`config.mk`:
```
export PLATFORM = sky130hd
export DESIGN_NAME = trace_stage
export DESIGN_NICKNAME = d
export VERILOG_FILES = /design/src/hdl/cache_pkg.sv /design/src/hdl/trace_stage.sv
export SDC_FILE = /design/constraint.sdc
export NUM_CORES = 1
export LEC_CHECK = 0
export ABC_AREA = 0
export BUFFER_PORTS_ARGS = -buffer_cell sky130_fd_sc_hd__clkbuf_2
export CAP_MARGIN = 20
export CORE_UTILIZATION = 43
export DETAILED_ROUTE_END_ITERATION = 8
export PLACE_DENSITY_LB_ADDON = 0.15
export SETUP_SLACK_MARGIN = 0.5
export SYNTH_ARGS = -nofsm -noshare
export SYNTH_HDL_FRONTEND = slang
export SYNTH_SLANG_ARGS = --single-unit
```
`constraint.sdc`:
```
create_clock -name clk -period 1.32 [get_ports clk]
set_clock_uncertainty 0.15 [all_clocks]
set_input_delay 0.066 -clock clk [delete_from_list [all_inputs] [get_ports clk]]
set_output_delay 0.066 -clock clk [all_outputs]
set_load 0.05 [all_outputs]
```
`src/hdl/cache_pkg.sv`:
```
// command codes, address, line and result structs, cache geometry constants
`default_nettype none

package cache_pkg;

    localparam int SETS     = 16;
    localparam int INDEX_W  = $clog2(SETS);
    localparam int TAG_W    = 22;
    localparam int OFFSET_W = 32 - TAG_W - INDEX_W;  // 64-byte lines
    localparam int LRU_W    = 3;
    localparam int MAX_WAYS = 8;
    localparam int WAY_W    = $clog2(MAX_WAYS);

    typedef logic [TAG_W-1:0] tag_t;
    typedef logic [LRU_W-1:0] lru_t;  // 0 is most recently used
    typedef logic [WAY_W-1:0] way_t;

    typedef enum logic [3:0] {
        READ_D     = 4'd0,
        WRITE_D    = 4'd1,
        FETCH_I    = 4'd2,
        INVALIDATE = 4'd3,  // from L2
        SNOOP      = 4'd4,
        CLEAR      = 4'd8,
        NOP        = 4'd9
    } cmd_code_t;

    typedef struct packed {
        tag_t                tag;
        logic [INDEX_W-1:0]  index;
        logic [OFFSET_W-1:0] offset;
    } address_t;

    typedef struct packed {
        cmd_code_t n;
        address_t  address;
    } command_t;

    typedef struct packed {
        logic valid;
        lru_t lru;
        tag_t tag;
    } cache_line_t;

    typedef struct packed {
        cmd_code_t code;
        logic      hit;
        way_t      way;
        logic      evict;      // a miss displaced a valid line
        tag_t      evict_tag;
        logic      icache;     // instruction cache was used
        logic      changed;    // store gets written
    } result_t;

endpackage

`default_nettype wire

```
`src/hdl/trace_stage.sv`:
```
// command register and result register with their strobes
`timescale 1ns/10ps
`default_nettype none

module trace_stage (
    input  logic                clk,
    input  logic                rst_i,
    input  logic                cmd_valid_i,
    input  cache_pkg::command_t command_i,
    input  cache_pkg::result_t  result_i,
    output cache_pkg::command_t command_o,
    output logic                cmd_pending_o,
    output logic                result_valid_o,
    output cache_pkg::result_t  result_o
);

    // command stage, live for one cycle after the strobe
    always_ff @(posedge clk) begin
        if (rst_i) begin
            command_o     <= '0;
            cmd_pending_o <= 1'b0;
        end else begin
            cmd_pending_o <= cmd_valid_i;
            if (cmd_valid_i) begin
                command_o <= command_i;
            end
        end
    end

    // result stage, captured on the same edge the store is written
    always_ff @(posedge clk) begin
        if (rst_i) begin
            result_o       <= '0;
            result_valid_o <= 1'b0;
        end else begin
            result_valid_o <= cmd_pending_o;  // single-cycle pulse per command
            if (cmd_pending_o) begin
                result_o <= result_i;
            end
        end
    end

endmodule

`default_nettype wire

```
==> results.json, run 1 <==
{
  "port_buffers": 142,
  "ys_top_cells_by_area": "dfxtp_1 (56%), mux2i_1 (27%), nor2_1 (10%), buf_12 (2.4%), buf_8 (1.8%)",
  "h-tree-depth": 3,
  "clock_path_buffers": 2,
  "ys_seq_area_frac": 0.5580,
  "synthMostInstantiatedCell": "dfxtp_1",
  "chipHeight_um": 78.97,
  "error": "[ERROR DPL-0038] Utilization greater than 100%, impossible to legalize",
  "hpwl_um": 3861,
  "cts_made_buffers": 9,
  "place_congestion": 0.7308,
  "initial_core_util": 0.4543,
  "ys.flop_type": "dfxtp_1",
  "cts_root_buf": "clkbuf_8",
  "lastStage": "5_1_grt",
  "syn_avg_cell_area_um2": 11.22,
  "pre_cts_ws_ps": 240.3,
  "synth.top_cell.area_share": 0.5580,
  "status": "stopped before the end",
  "worstEpCategory": "output port",
  "syn_nets": 299,
  "synth_edf_count": 0,
  "ys_types": 9,
  "grt_max_degree": 72,
  "syn_inst": 227,
  "cts.sinks": 71,
  "yosys-top-cells-count": "dfxtp_1 (71), mux2i_1 (69), nor2_1 (69), buf_2 (5)",
  "row_count": 27,
  "crit_endpoint": "cmd_pending_o",
  "yosysWarnings": 0,
  "die_x_um": 78.97,
  "ios": 143,
  "ys_ff_latch": 71,
  "synth_area_leader_cell": "dfxtp_1",
  "synthesis.area_um2": 2547,
  "synth-async-reset-ratio": 0
}
==> cell families after synthesis <==
kind of cell / Yosys count / share of synthesized area
multiplexers: 69 / 0.2711
buffers and inverters: 16 / 0.06434
flip-flops: 71 / 0.5580
AND/OR/NAND/NOR: 71 / 0.1066
==> metrics by stage <==
step	std cells	area, µm²
2_1_floorplan	227	2699
3_5_place_dp	430	3411
3_3_place_gp	430	3411
4_1_cts	511	5423
==> what timing repair did <==
action	4_1_cts
hold buffers	58
gates resized for setup	221
endpoints found under the hold margin	69
endpoints found under the setup margin	105
setup buffers	7
gates cloned	1
==> run 2: changes to the inputs <==
--- a/config.mk
+++ b/config.mk
@@ -8,10 +8,9 @@
 export ABC_AREA = 0
 export BUFFER_PORTS_ARGS = -buffer_cell sky130_fd_sc_hd__clkbuf_2
 export CAP_MARGIN = 20
-export CORE_UTILIZATION = 43
+export CORE_UTILIZATION = 40
 export DETAILED_ROUTE_END_ITERATION = 8
 export PLACE_DENSITY_LB_ADDON = 0.15
-export SETUP_SLACK_MARGIN = 0.5
 export SYNTH_ARGS = -nofsm -noshare
 export SYNTH_HDL_FRONTEND = slang
 export SYNTH_SLANG_ARGS = --single-unit
==> results.json, run 2 <==
{
  "core-area_um2": 6026,
  "initial_core_util": 0.4228,
  "cts_made_buffers": 9,
  "drc": 0,
  "chipHeight_um": 81.81,
  "syn_avg_cell_area_um2": 11.22,
  "hpwl_um": 3657,
  "routed.top_layer": "met4",
  "register_area_um2": 1423,
  "ys_seq_area_frac": 0.5580,
  "yosysWarnings": 0,
  "grt_max_degree": 72,
  "dr_wl_met2_um": 3200,
  "synth-async-reset-ratio": 0,
  "yosys-top-cells-count": "dfxtp_1 (71), mux2i_1 (69), nor2_1 (69), buf_2 (5)",
  "nets": 509,
  "largest_register_ffs": 36,
  "ys_ff_latch": 71,
  "crit_type": "reg2out",
  "cts_tree": "done",
  "finalSetupViolCount": 0,
  "die_x_um": 81.81,
  "ys_top_cells_by_area": "dfxtp_1 (56%), mux2i_1 (27%), nor2_1 (10%), buf_12 (2.4%), buf_8 (1.8%)",
  "cp-start-kind": "flip-flop",
  "slew_headroom": 0.7993,
  "syn_inst": 227,
  "setup_slack_ps": 46.12,
  "ios": 143,
  "crit_fanout": 12,
  "hold_violations": 0,
  "cts.sinks": 71,
  "synth_area_leader_cell": "dfxtp_1",
  "place_congestion": 0.6861,
  "wl_per_cell_um": 12.63,
  "final_util": 0.6902,
  "first_pass_iters": 4,
  "grt_use_total": 0.1976,
  "design_area_um2": 4159,
  "insertion_delay_ps": 330,
  "wl_met1_um": 2768,
  "row_count": 28,
  "p_leak_nw": 2.086,
  "crit_path_top_delay_cell": "dfxtp_2",
  "grt_pass1_wl_um": 9811,
  "synth_edf_count": 0,
  "crit_chain": "buf_12 -> clkbuf_8",
  "period_minus_slack_ps": 1274,
  "worstMarginPinSlew_ps": 301.1,
  "max_stage_delay_ps": 380,
  "drive_gt1_frac": 0.3643,
  "clkTransAtPathRegs_ps": 70,
  "post_cts_buffers": 0,
  "hp-class": "in2reg",
  "end_kind": "output port",
  "multi_input_area_um2": 962.2,
  "arrival_ps": 1060,
  "port_buffers": 142,
  "antenna_cells": 0,
  "max_freq_mhz": 785.0,
  "first_global_vias": 2241,
  "max_cap_viol_count": 0,
  "post-route-period-util": 0.9651,
  "fill_cells": 473,
  "fin_setup_tns_ps": 0,
  "synthMostInstantiatedCell": "dfxtp_1",
  "largest_register": "command_o",
  "cellPowerDensity_nw_per_um2": 1224,
  "clock_path_buffers": 2,
  "routed-wl-met3_um": 505,
  "grt_antenna_before_repair": 0,
  "total_power_mw": 5.089,
  "die_area_um2": 6692,
  "pre_cts_ws_ps": 197.7,
  "ant_nets": 0,
  "detail_route.wirelength_um": 6531,
  "placed_area_um2": 3269,
  "gr-total-overflow": 0,
  "synthesis.area_um2": 2547,
  "top_regs": "command_o (36), result_o (33)",
  "h-tree-depth": 3,
  "vias": 2279,
  "ys.flop_type": "dfxtp_1",
  "max-vdd-ir-drop_v": 0.0007203,
  "synth.top_cell.area_share": 0.5580,
  "rsz0062_at_grt": "no",
  "slew_violations": 0,
  "mostFrequentLayoutCells": "clkbuf_2 (141), dfxtp_1 (70), mux2i_1 (69), nor2_1 (69), dlygate4sd3_1 (69)",
  "ys_types": 9,
  "drt_iter0_drc": 94,
  "syn_nets": 299,
  "cp.required_ps": 1100,
  "viasPerCell": 4.408,
  "area_delta_synth_final_pct": 63.26,
  "status": "finished clean",
  "layout_commonest_cell": "clkbuf_2",
  "cts_root_buf": "clkbuf_8"
}
-- run 2: power breakdown --
group / internal [mW] / total, mW / switching, mW
combinational: 0.424 / 1.09 / 0.670
clock: 0.917 / 1.68 / 0.759
sequential: 2.26 / 2.32 / 0.0597
total: 3.60 / 5.09 / 1.49
-- run 2: what timing repair did --
action	4_1_cts	5_1_grt
endpoints found under the hold margin	69	0
resized for setup	2	0
setup endpoints to repair	1	0
hold buffers	69	0
-- run 2: area by class of cell --
type,count,area share
clock buffer,12,0.03490
clock inverter,4,0.01083
multi-input combinational,140,0.2313
sequential,71,0.3421
tap,75,0.02256
timing repair buffer,215,0.3583
-- run 2: cells by family after synthesis --
| logic type | after synthesis | share of synthesized area |
|---|---|---|
| flip-flops | 71 | 0.5580 |
| multiplexers | 69 | 0.2711 |
| buffers and inverters | 16 | 0.06434 |
| AND/OR/NAND/NOR | 71 | 0.1066 |
-- run 2: path summary, 6_finish.rpt --
| path | from | end | slack, ps | cells after the start |
|---|---|---|---|---|
| worst max-delay path | cmd_pending_o$_SDFF_PP0_ | cmd_pending_o | 50 | 2 |
| worst min-delay path | rst_i | command_o[10]$_SDFFE_PP0P_ | 40 | 3 |
| worst max register to register | cmd_pending_o$_SDFF_PP0_ | result_o[32]$_SDFFE_PP0P_ | 160 | 3 |
| worst min register to register | result_o[15]$_SDFFE_PP0P_ | result_o[15]$_SDFFE_PP0P_ | 340 | 2 |
-- run 2: critical path: cells and delay by family, from the launching register on --
| kind | cells | cell delay [ps] |
|---|---|---|
| flops | 1 | 380 |
| buf+inv | 2 | 350 |
-- run 2: stage by stage --
stage	cells	hold slack, ps
after floorplan	227	63.20
after global placement	432	148.4
after detailed placement	432	159.1
after CTS	517	32.47
after global routing	517	45.01
final	517	38.17
-- run 2: metal layers --
| metal | up-vias | global-route usage |
|---|---|---|
| met5 | - | 0 |
| met4 | 0 | 0.07895 |
| met3 | 7 | 0.07667 |
| met2 | 91 | 0.3488 |
| met1 | 1010 | 0.2097 |
| li1 | 1171 | - |
Power figures use the tool's default switching activity.
