--- config.mk ---
export PLATFORM = sky130hd
export DESIGN_NAME = processor
export DESIGN_NICKNAME = d
export VERILOG_FILES = /design/src/hdl/cache_pkg.sv /design/src/hdl/way_lookup.sv /design/src/hdl/lru_update.sv /design/src/hdl/processor.sv
export SDC_FILE = /design/constraint.sdc
export NUM_CORES = 1
export LEC_CHECK = 0
export BUFFER_PORTS_ARGS = -buffer_cell sky130_fd_sc_hd__buf_4
export CAP_MARGIN = 20
export CORE_AREA = 5 5 266 268
export DETAILED_ROUTE_END_ITERATION = 7
export DIE_AREA = 0 0 271 273
export PLACE_DENSITY = 0.49
export SLEW_MARGIN = 10
export SYNTH_ARGS = -nofsm -noshare
export SYNTH_HDL_FRONTEND = slang
export SYNTH_HIERARCHICAL = 1
export SYNTH_SLANG_ARGS = --single-unit
--- constraint.sdc ---
create_clock -name vclk -period 6.5
set_input_delay 0.325 -clock vclk [all_inputs]
set_output_delay 0.325 -clock vclk [all_outputs]
set_load 0.02 [all_outputs]
--- src/hdl/cache_pkg.sv ---
// command codes, address, line and result structs, cache geometry constants
`default_nettype none

package cache_pkg;

    localparam int SETS     = 16;
    localparam int INDEX_W  = $clog2(SETS);
    localparam int TAG_W    = 22;
    localparam int OFFSET_W = 32 - TAG_W - INDEX_W;  // 64-byte lines
    localparam int LRU_W    = 3;
    localparam int MAX_WAYS = 8;
    localparam int WAY_W    = $clog2(MAX_WAYS);

    typedef logic [TAG_W-1:0] tag_t;
    typedef logic [LRU_W-1:0] lru_t;  // 0 is most recently used
    typedef logic [WAY_W-1:0] way_t;

    typedef enum logic [3:0] {
        READ_D     = 4'd0,
        WRITE_D    = 4'd1,
        FETCH_I    = 4'd2,
        INVALIDATE = 4'd3,  // from L2
        SNOOP      = 4'd4,
        CLEAR      = 4'd8,
        NOP        = 4'd9
    } cmd_code_t;

    typedef struct packed {
        tag_t                tag;
        logic [INDEX_W-1:0]  index;
        logic [OFFSET_W-1:0] offset;
    } address_t;

    typedef struct packed {
        cmd_code_t n;
        address_t  address;
    } command_t;

    typedef struct packed {
        logic valid;
        lru_t lru;
        tag_t tag;
    } cache_line_t;

    typedef struct packed {
        cmd_code_t code;
        logic      hit;
        way_t      way;
        logic      evict;      // a miss displaced a valid line
        tag_t      evict_tag;
        logic      icache;     // instruction cache was used
        logic      changed;    // store gets written
    } result_t;

endpackage

`default_nettype wire

--- src/hdl/way_lookup.sv ---
// tag compare over the ways of one cache, hit encode and victim choice
`timescale 1ns/10ps
`default_nettype none

module way_lookup #(
    parameter int WAYS = 8
) (
    input  cache_pkg::tag_t        tag_i,
    input  cache_pkg::cache_line_t lines_i [WAYS],
    output logic                   hit_o,
    output cache_pkg::way_t        way_o,
    output logic                   victim_valid_o
);

    localparam int SEL_W = $clog2(WAYS);

    logic [WAYS-1:0] match;
    logic [WAYS-1:0] free;
    cache_pkg::way_t hit_way;
    cache_pkg::way_t free_way;
    cache_pkg::way_t old_way;

    always_comb begin : compare
        for (int w = 0; w < WAYS; w++) begin
            match[w] = lines_i[w].valid && (lines_i[w].tag == tag_i);  // stale tags never hit
            free[w]  = !lines_i[w].valid;
        end
    end

    // walk downwards so the lowest numbered way wins
    always_comb begin : encode
        hit_way  = '0;
        free_way = '0;
        old_way  = '0;
        for (int w = WAYS - 1; w >= 0; w--) begin
            if (match[w]) begin
                hit_way = cache_pkg::way_t'(w);
            end
            if (free[w]) begin
                free_way = cache_pkg::way_t'(w);
            end
            if (lines_i[w].lru == cache_pkg::lru_t'(WAYS - 1)) begin
                old_way = cache_pkg::way_t'(w);  // least recently used
            end
        end
    end

    assign hit_o = |match;

    always_comb begin : choose
        if (hit_o) begin
            way_o = hit_way;
        end else if (|free) begin
            way_o = free_way;
        end else begin
            way_o = old_way;
        end
    end

    assign victim_valid_o = lines_i[way_o[SEL_W-1:0]].valid;

endmodule

`default_nettype wire

--- src/hdl/lru_update.sv ---
// next-state lines of one cache set: aging, install and invalidate
`timescale 1ns/10ps
`default_nettype none

module lru_update #(
    parameter int WAYS = 8
) (
    input  cache_pkg::cmd_code_t   code_i,
    input  cache_pkg::tag_t        tag_i,
    input  logic                   hit_i,
    input  cache_pkg::way_t        way_i,
    input  cache_pkg::cache_line_t lines_i [WAYS],
    output cache_pkg::cache_line_t lines_o [WAYS],
    output logic                   changed_o
);

    localparam int SEL_W = $clog2(WAYS);

    logic [SEL_W-1:0]       sel;
    cache_pkg::cache_line_t chosen;

    assign sel    = way_i[SEL_W-1:0];
    assign chosen = lines_i[sel];

    always_comb begin
        for (int w = 0; w < WAYS; w++) begin
            lines_o[w] = lines_i[w];
        end
        changed_o = 1'b0;

        case (code_i)
            cache_pkg::READ_D,
            cache_pkg::WRITE_D,
            cache_pkg::FETCH_I: begin
                // lines younger than the chosen one age by one
                for (int w = 0; w < WAYS; w++) begin
                    if (lines_i[w].lru < chosen.lru) begin
                        lines_o[w].lru = lines_i[w].lru + 1'b1;
                    end
                end
                lines_o[sel].valid = 1'b1;
                lines_o[sel].lru   = '0;     // now most recent
                lines_o[sel].tag   = tag_i;
                changed_o          = 1'b1;
            end
            cache_pkg::INVALIDATE: begin
                if (hit_i) begin
                    lines_o[sel].valid = 1'b0;  // age kept as it was
                    changed_o          = 1'b1;
                end
            end
            default: begin
                // snoop and the rest leave the set alone
            end
        endcase
    end

endmodule

`default_nettype wire

--- src/hdl/processor.sv ---
// command processor: cache routing, lookup and update for both caches, result
`timescale 1ns/10ps
`default_nettype none

module processor #(
    parameter int D_WAYS = 8,
    parameter int I_WAYS = 4
) (
    input  cache_pkg::command_t    instruction_i,
    input  logic                   cmd_pending_i,
    input  cache_pkg::cache_line_t current_line_d_i [D_WAYS],
    input  cache_pkg::cache_line_t current_line_i_i [I_WAYS],
    output cache_pkg::cache_line_t return_line_d_o [D_WAYS],
    output cache_pkg::cache_line_t return_line_i_o [I_WAYS],
    output logic                   d_we_o,
    output logic                   i_we_o,
    output logic                   clear_o,
    output cache_pkg::result_t     result_o
);

    localparam int D_SEL_W = $clog2(D_WAYS);
    localparam int I_SEL_W = $clog2(I_WAYS);

    logic            use_d;
    logic            use_i;
    logic            d_fill;  // data miss installs a line
    logic            d_hit;
    logic            i_hit;
    logic            d_victim_valid;
    logic            i_victim_valid;
    logic            d_changed;
    logic            i_changed;
    logic            evict;
    cache_pkg::way_t d_way;
    cache_pkg::way_t i_way;

    always_comb begin : route
        use_d  = 1'b0;
        use_i  = 1'b0;
        d_fill = 1'b0;
        case (instruction_i.n)
            cache_pkg::READ_D, cache_pkg::WRITE_D: begin
                use_d  = 1'b1;
                d_fill = 1'b1;
            end
            cache_pkg::INVALIDATE, cache_pkg::SNOOP: use_d = 1'b1;
            cache_pkg::FETCH_I:                      use_i = 1'b1;
            default:                                 use_d = 1'b0;  // clear, nop, unknown
        endcase
    end

    way_lookup #(.WAYS(D_WAYS)) u_d_lookup (
        .tag_i          (instruction_i.address.tag),
        .lines_i        (current_line_d_i),
        .hit_o          (d_hit),
        .way_o          (d_way),
        .victim_valid_o (d_victim_valid)
    );

    way_lookup #(.WAYS(I_WAYS)) u_i_lookup (
        .tag_i          (instruction_i.address.tag),
        .lines_i        (current_line_i_i),
        .hit_o          (i_hit),
        .way_o          (i_way),
        .victim_valid_o (i_victim_valid)
    );

    lru_update #(.WAYS(D_WAYS)) u_d_update (
        .code_i    (instruction_i.n),
        .tag_i     (instruction_i.address.tag),
        .hit_i     (d_hit),
        .way_i     (d_way),
        .lines_i   (current_line_d_i),
        .lines_o   (return_line_d_o),
        .changed_o (d_changed)
    );

    lru_update #(.WAYS(I_WAYS)) u_i_update (
        .code_i    (instruction_i.n),
        .tag_i     (instruction_i.address.tag),
        .hit_i     (i_hit),
        .way_i     (i_way),
        .lines_i   (current_line_i_i),
        .lines_o   (return_line_i_o),
        .changed_o (i_changed)
    );

    // only the selected cache may write, and only for a live command
    assign d_we_o  = cmd_pending_i && use_d && d_changed;
    assign i_we_o  = cmd_pending_i && use_i && i_changed;
    assign clear_o = cmd_pending_i && (instruction_i.n == cache_pkg::CLEAR);

    assign evict = use_i ? (!i_hit && i_victim_valid) : (d_fill && !d_hit && d_victim_valid);

    always_comb begin : form_result
        result_o       = '0;
        result_o.code  = instruction_i.n;
        result_o.evict = evict;
        if (use_i) begin
            result_o.icache  = 1'b1;
            result_o.hit     = i_hit;
            result_o.way     = i_way;
            result_o.changed = i_changed;
            if (evict) begin
                result_o.evict_tag = current_line_i_i[i_way[I_SEL_W-1:0]].tag;
            end
        end else if (use_d) begin
            result_o.hit     = d_hit;
            result_o.way     = d_way;
            result_o.changed = d_changed;
            if (evict) begin
                result_o.evict_tag = current_line_d_i[d_way[D_SEL_W-1:0]].tag;
            end
        end else begin
            result_o.changed = (instruction_i.n == cache_pkg::CLEAR);  // whole store wiped
        end
    end

endmodule

`default_nettype wire

## After elaboration in Yosys (flattened, before gate mapping)

Index checks and enable logic that the tools add are counted.

- Register bits: 0
- Bits of input ports: 349
- Output and inout bits: 348

- Bitwise logic cells: 2
- Add/subtract/negate cells: 12
- Mux-type cells: 111
- Reduce and logical (&&, ||, !) cells: 44
- $lt $le $gt $ge: 16
- Eq/ne operators: 29

Operator list:

| kind | count |
|---|---|
| 208-bit bitwise mux | 4 |
| 104-bit bitwise mux | 4 |
| 208-bit one-hot mux with 2 select lines | 1 |
| 22-bit equality test | 12 |
| 26-bit demux with 3-bit select | 3 |
| 208-bit two-way mux | 1 |
| 104-bit one-hot mux with 2 select lines | 1 |
| 26-bit demux with 2-bit select | 3 |
| 26-bit two-way mux | 6 |
| 3-bit two-way mux | 52 |
| 22-bit two-way mux | 6 |
| 104-bit two-way mux | 1 |
| 26-bit binary-select mux with 3-bit select | 1 |
| 26-bit binary-select mux with 2-bit select | 1 |
| 25-bit two-way mux | 2 |
| 3-bit by 1-bit adder with 3-bit output, second input constant | 12 |
| 3-bit less-than comparator | 12 |
| 3-bit equality test, second input constant | 8 |
| 2-bit two-way mux | 12 |
| 1-bit logical AND | 22 |
| 8-bit OR reduction | 2 |
| 1-bit logical NOT | 14 |
| 3-bit by 2-bit equality test with 1-bit output, second input constant | 4 |
| 4-bit OR reduction | 3 |
| other kinds (16) | 27 |

## Longest topological paths before layout

Gate-level depths: netlist of run 1.

- Word-level depth: 22
- Gate-level depth with buffers: 19
- Mapped depth without buffers: 16

## By module

The synthesis of run 1 kept the hierarchy.

By module, submodules not included:

| module | area each (um^2) | sequential area each (um^2) | cells each | instances |
|---|---|---|---|---|
| lru_update (u_d_update) | 3930.0 | 0.0 | 748 | 1 |
| way_lookup (u_d_lookup) | 2840.2 | 0.0 | 380 | 1 |
| processor | 2640.0 | 0.0 | 229 | 1 |
| lru_update (u_i_update) | 1851.8 | 0.0 | 251 | 1 |
| way_lookup (u_i_lookup) | 1310.0 | 0.0 | 165 | 1 |

## Worst setup path before layout of run 1

No wires, ideal clock.

- Kind: in2out
- From: in instruction_i[26] in the netlist's numbering
- To: out return_line_d_o[204] in the netlist's numbering
- Data arrival time: 4.833 ns
- Stages on the path: 18
- Path buffers: 3
- Slack: 1.342 ns
- Path through: buf_2 xor2_1 nor4_1 nand4_1 or3_1 and3_1 nor2_1 nor3_1 nor2_2 buf_2 buf_2 mux4_2 mux2i_1 ha_1 a2111oi_0 and4_4 nor3_1 nor3_1

RTL lines:

| what | RTL line | source |
|---|---|---|
| from (decl) | processor.sv:9 | `input cache_pkg::command_t instruction_i,` |
| to (decl) | processor.sv:13 | `output cache_pkg::cache_line_t return_line_d_o [D_WAYS],` |

==> results of run 1 <==
[metal layers]
metal,routed length (µm),track usage,up-vias
met5,27,0,-
met4,3640,0.0709,4
met3,8750,0.0612,164
met2,47100,0.426,1005
met1,38900,0.301,7989
li1,-,-,7437
[logic make-up after synthesis]
kind of cell               count (synthesis)  synth area share
and+or+nand+nor                          922             0.352
xor gates and xnor gates                 265             0.185
buffers and inverters                    194            0.0808
muxes                                    190             0.233
AOI/OAI and AO/OA                        165             0.113
adders and majority gates                 36            0.0358
other                                      1          0.000298
[synth_stat cells (4+ instances only)]
cell type / instances / area (µm²)
a2111oi_0: 5 / 43.8
a21boi_0: 4 / 30.0
a21o_1: 8 / 60.1
a21oi_1: 27 / 135
a31o_1: 5 / 43.8
a31oi_1: 7 / 43.8
and3_1: 7 / 43.8
and4_4: 7 / 78.8
buf_2: 51 / 255
buf_4: 15 / 113
buf_6: 21 / 236
clkbuf_1: 48 / 180
ha_1: 36 / 450
inv_1: 55 / 206
mux2_2: 93 / 1050
mux2i_1: 23 / 230
mux4_2: 72 / 1620
nand2_1: 593 / 2230
nand2b_1: 17 / 106
nand3_1: 31 / 155
nand3b_1: 10 / 75.1
nand4_1: 69 / 432
nand4bb_1: 5 / 56.3
nor2_1: 36 / 135
nor2b_1: 7 / 43.8
nor3_1: 30 / 150
nor3_2: 8 / 80.1
nor4_1: 37 / 231
nor4_2: 5 / 62.6
o211a_1: 7 / 70.1
o21a_1: 13 / 97.6
o21ai_0: 15 / 75.1
o21ai_1: 6 / 30.0
o221ai_2: 20 / 300
or3_1: 9 / 56.3
or3b_2: 8 / 70.1
or4_1: 9 / 67.6
xnor2_1: 119 / 1040
xor2_1: 146 / 1280
[path summary, 6_finish.rpt]
check / cells past startpoint / to / start
setup / recovery: 18 / return_line_d_o[24] / instruction_i[29]
hold / removal: 4 / return_line_d_o[41] / current_line_d_i[41]
[power by group through the flow]
stage / Sequential (mW) / Combinational (mW) / Clock [mW]
after global routing: 0 / 1.71 / 0.0000000619
after global placement: 0 / 1.62 / 0
after CTS: 0 / 1.62 / 0
after floorplan: 0 / 0.814 / 0
after detailed placement: 0 / 1.61 / 0
final: 0 / 1.63 / 0.0000000504
[layout make-up]
class | count | area, µm² | area share
inverter | 56 | 210 | 0.0114
antenna | 6 | 15.0 | 0.000813
multi-input combinational | 1579 | 11600 | 0.628
timing repair buffer | 737 | 5540 | 0.300
tap | 882 | 1100 | 0.0597
[worst max-delay path, delay by kind of cell]
| family | cells | cell delay, ps |
|---|---|---|
| compound gates | 3 | 450 |
| xor+xnor | 1 | 490 |
| fa+ha+maj | 1 | 350 |
| buf+inv | 2 | 360 |
| mux | 2 | 1040 |
| simple gates | 9 | 2280 |
[metrics by stage]
| stage | worst slack (ps) | utilization | std cells | hold slack [ps] |
|---|---|---|---|---|
| final | 827 | 0.271 | 3260 | 978 |
| after detailed placement | 890 | 0.271 | 3253 | 982 |
| after global routing | 693 | 0.271 | 3257 | 998 |
| after global placement | 933 | 0.271 | 3253 | 977 |
| after floorplan | 1340 | - | 1773 | 763 |
| after CTS | 886 | 0.271 | 3253 | 983 |
==> results.md, run 1 <==
* Status: finished clean
* Cell area after synthesis at 0.0126 mm²
* Setup repair bufs after CTS at 0
* DR WL/cell at 30.2 µm
* Worst-margin pin slew at 968 ps
* Storage element area at 0 µm²
* Post-Syn Nets at 2158
* Residual DRC at 0
* P per Cell Area at 88.0 mW/mm²
* Yosys warnings at 6
* Clock power share at 0
* Detailed-route via count at 16600
* Max-Cap Viols at 0
* Mapped Cells at 1773
* Fillers at 7592
* Commonest non-fill, non-tap cell in the layout: buf_4
* Number of global-route vias before repair at 16500
* Sw frac at 0.600
* Peak VDD IR at 0.0360 mV
* Clock Buffer Count at 0
* Cells along the critical path: buf_4 > xnor2_1 > nand4_1 > nor4_1 > nand2_1 > and3_1 > nor2_1 > nor3_1 > nor2_4 > mux4_2 > mux2i_1 > ha_1 > o21a_1 > nor3_1 > a41oi_2 > or3_1 > a21oi_2 > buf_4
* Final hold viol count at 0
* Die ar. at 0.0740 mm²
* Nets at 2759
* Total grt overflow at 0
* First-pass GRT wire length at 131000 µm
* Synth unique cells at 99
* Nature of the critical path endpoint: primary output
* FMAX at 176 MHz
* Tcrit/Tclk final at 0.873
* Comb pwr share at 1.000
* Slowest CP cell: mux4_2
* Die Span Y at 273 µm
* IO buf count at 687
* Slew Limit Fails at 0
* Dpl cell area at 0.0184 mm²
* Gr usage total at 0.245
* Routed vias/inst at 5.09
* Crit path kind: in -> out
* Post-DP HPWL at 82000 µm
* First drt pass iteration count at 5
* Final antenna-violating net count at 0
* Num rows at 96
* I/O Pins at 697
* Crit-path max cell delay at 540 ps
* Pwr Total at 1.63 mW
* RSZ-0062 raised after global routing: no
* Share of cells above drive strength 1 at 0.419
* Final instance area at 0.0185 mm²
* DRT Wirelength at 98500 µm
* Internal at 650 µW
* Syn_area_per_cell at 7.09 µm²
* GPL Wtd Cong at 0.957
* Relative slew slack at 0.352
* Most frequent cells in the layout: buf_4, nand2_1, xor2_1
* Seq_cells at 0
* Die W at 271 µm
* Min Tclk post-route at 5670 ps
* Worst hold path type: in -> out
* Antenna violations before repair at 7
* Core ar. at 0.0681 mm²
* Worst endpoint required time at 6170 ps
* Flop pwr share at 0
* Post-CTS Resized at 0
* Cts hold-fix bufs at 0
* Setup tns final at 0 ps
* Area Overhead vs Synth at 46.9%
* Sequential fraction of the synthesis area at 0
* Worst Path Arrival at 5350 ps
* Static Leak at 8.61 nW
* Largest net degree at the start of global routing at 61
* Final setup viols at 0
* Crit start category: primary input
* Starting density of the core at 0.185
* Crit-path max FO at 14
* P_sw at 975 µW
* DR iter-0 viols at 1456
No activity file was read; power rests on OpenSTA's default activity.
==> run 2, diff against run 1 <==
CORE_AREA = 5 5 271 273   (was 5 5 266 268)
DIE_AREA = 0 0 276 278   (was 0 0 271 273)
PLACE_DENSITY = 0.47   (was 0.49)
SYNTH_HIERARCHICAL = not set   (was 1)
==> run 2 against run 1 <==
  * Cell count is 3.3% lower
  * Sequential cell count stayed put
  * Count of clock-buffer cells in the layout stayed put
  * Wire length is 0.33% higher
  * Via count is 4.9% lower
  * Critical endpoint is now result_o[20]
  * Largest cell class unchanged
==> results.md, run 2 <==
* Status: finished clean (unchanged)
* Setup repair bufs after CTS at 0 (unchanged)
* Post-CTS Resized at 0 (unchanged)
* Syn_area_per_cell at 7.40 µm² (was 7.09 µm²)
* Routed vias/inst at 5.01 (was 5.09)
* Tcrit/Tclk final at 0.896 (was 0.873)
* Worst-margin pin slew at 1070 ps (was 968 ps)
* RSZ-0062 raised after global routing: no (unchanged)
* Final setup viols at 0 (unchanged)
* Nets at 2590 (was 2759)
* Final antenna-violating net count at 0 (unchanged)
* GPL Wtd Cong at 0.927 (was 0.957)
* Residual DRC at 0 (unchanged)
* DR WL/cell at 31.4 µm (was 30.2 µm)
* Die Span Y at 278 µm (was 273 µm)
* Most frequent cells in the layout: buf_4, mux2_2, xor2_1 (was buf_4, nand2_1, xor2_1)
* Mapped Cells at 1623 (was 1773)
* Hold WS at 956 ps (was 978 ps)
* I/O Pins at 697 (unchanged)
* Clock Buffer Count at 0 (unchanged)
* DRT Wirelength at 98800 µm (was 98500 µm)
* Core ar. at 0.0709 mm² (was 0.0681 mm²)
* Number of global-route vias before repair at 15900 (was 16500)
* Total grt overflow at 0 (unchanged)
* Post-DP HPWL at 83500 µm (was 82000 µm)
* Post-Place Setup Slack at 872 ps (was 890 ps)
* Gr usage total at 0.237 (was 0.245)
* DR iter-0 viols at 1337 (was 1456)
* Dominant cell type by area after synthesis: mux2_2 (was nand2_1)
* Crit-path max FO at 20 (was 14)
* Starting density of the core at 0.169 (was 0.185)
* Final instance area at 0.0180 mm² (was 0.0185 mm²)
* Area Overhead vs Synth at 50.2% (was 46.9%)
* Slew Limit Fails at 0 (unchanged)
* Storage element area at 0 µm² (unchanged)
* Antenna violations before repair at 6 (was 7)
* Commonest non-fill, non-tap cell in the layout: buf_4 (unchanged)
* Crit path kind: in -> out (unchanged)
* Post-Syn Nets at 2012 (was 2158)
* FMAX at 172 MHz (was 176 MHz)
* Final worst setup slack at 679 ps (was 827 ps)
* Top post-synthesis cells by count: mux2_2, xor2_1, nand2_1 (was nand2_1, xor2_1, xnor2_1)
* Detailed-route via count at 15800 (was 16600)
* Cts hold-fix bufs at 0 (unchanged)
* Die W at 276 µm (was 271 µm)
* First-pass GRT wire length at 132000 µm (was 131000 µm)
* Relative slew slack at 0.277 (was 0.352)
* Crit start category: primary input (unchanged)
* First drt pass iteration count at 5 (unchanged)
* Sequential fraction of the synthesis area at 0 (unchanged)
* Synth unique cells at 78 (was 99)
* Most numerous cell in the Yosys netlist: mux2_2 (was nand2_1)
* Yosys warnings at 0 (was 6)
* Nature of the critical path endpoint: primary output (unchanged)
* IO buf count at 687 (unchanged)
* Setup tns final at 0 ps (unchanged)
* Num rows at 98 (was 96)
* Cell area after synthesis at 0.0120 mm² (was 0.0126 mm²)
* Die ar. at 0.0767 mm² (was 0.0740 mm²)
* Worst hold path type: in -> out (unchanged)
* Largest net degree at the start of global routing at 36 (was 61)
* Min Tclk post-route at 5820 ps (was 5670 ps)
* Post-synth top area share at 0.265 (was 0.177)
* Top post-synthesis cells by area: mux2_2, xor2_1, mux2i_1 (was nand2_1, mux4_2, xor2_1)
* Worst Path Arrival at 5500 ps (was 5350 ps)
* Seq_cells at 0 (unchanged)
* Worst Hold Path Cells at 2 (was 4)
* Share of cells above drive strength 1 at 0.474 (was 0.419)
* Worst endpoint required time at 6170 ps (about the same)
* Final hold viol count at 0 (unchanged)
* Max-Cap Viols at 0 (unchanged)
* Dpl cell area at 0.0180 mm² (was 0.0184 mm²)
## run 2: cell types whose count changed after synthesis, moves of 51 or more
cell and change:
nand2_1 -421, mux2_2 +190, mux4_2 -72, o21ai_0 +59, mux2i_1 +54, xor2_1 +51
## run 2: final timing paths
| kind | slack [ps] | from | to |
|---|---|---|---|
| setup / recovery | 680 | current_line_d_i[74] | result_o[20] |
| hold / removal | 960 | instruction_i[33] | result_o[30] |
## run 2: stage by stage
stage | std cells | util
floorplan | 1623 | -
global placement | 3149 | 0.255
detailed placement | 3149 | 0.255
CTS | 3149 | 0.255
global route | 3149 | 0.255
finish | 3151 | 0.255
## run 2: cells by family after synthesis
group           count (synthesis)  synth area share
xor+xnor                      268             0.195
simple gates                  499             0.209
fa+ha+maj                      43            0.0442
buf+inv                       181            0.0668
compound gates                271             0.154
mux                           361             0.331
## run 2: cell type report
type	instances	area, µm²
fill	8123	52800
timing repair buffer	724	5450
antenna	2	5.00
tap	950	1190
inverter	33	124
multi-input combinational	1442	11300
## run 2: worst max-delay path, cell delays in order
cell and delay [ps]:
buf_4 140, ha_1 190, ha_1 220, o31a_1 330, o311ai_0 780, a31oi_1 220
o211ai_1 250, a32oi_2 100, nor2_1 630, nand2_1 350, buf_4 300, o22ai_1 170
nor3_1 120, a21boi_2 810, buf_4 270, a21oi_1 50, buf_4 190
## run 2: routing by layer
layer	vias to the layer above	wire length, µm	track usage
li1	7107	-	-
met4	6	1990	0.0344
met5	-	32	0
met2	775	47900	0.416
met3	85	6320	0.0351
met1	7808	42600	0.316
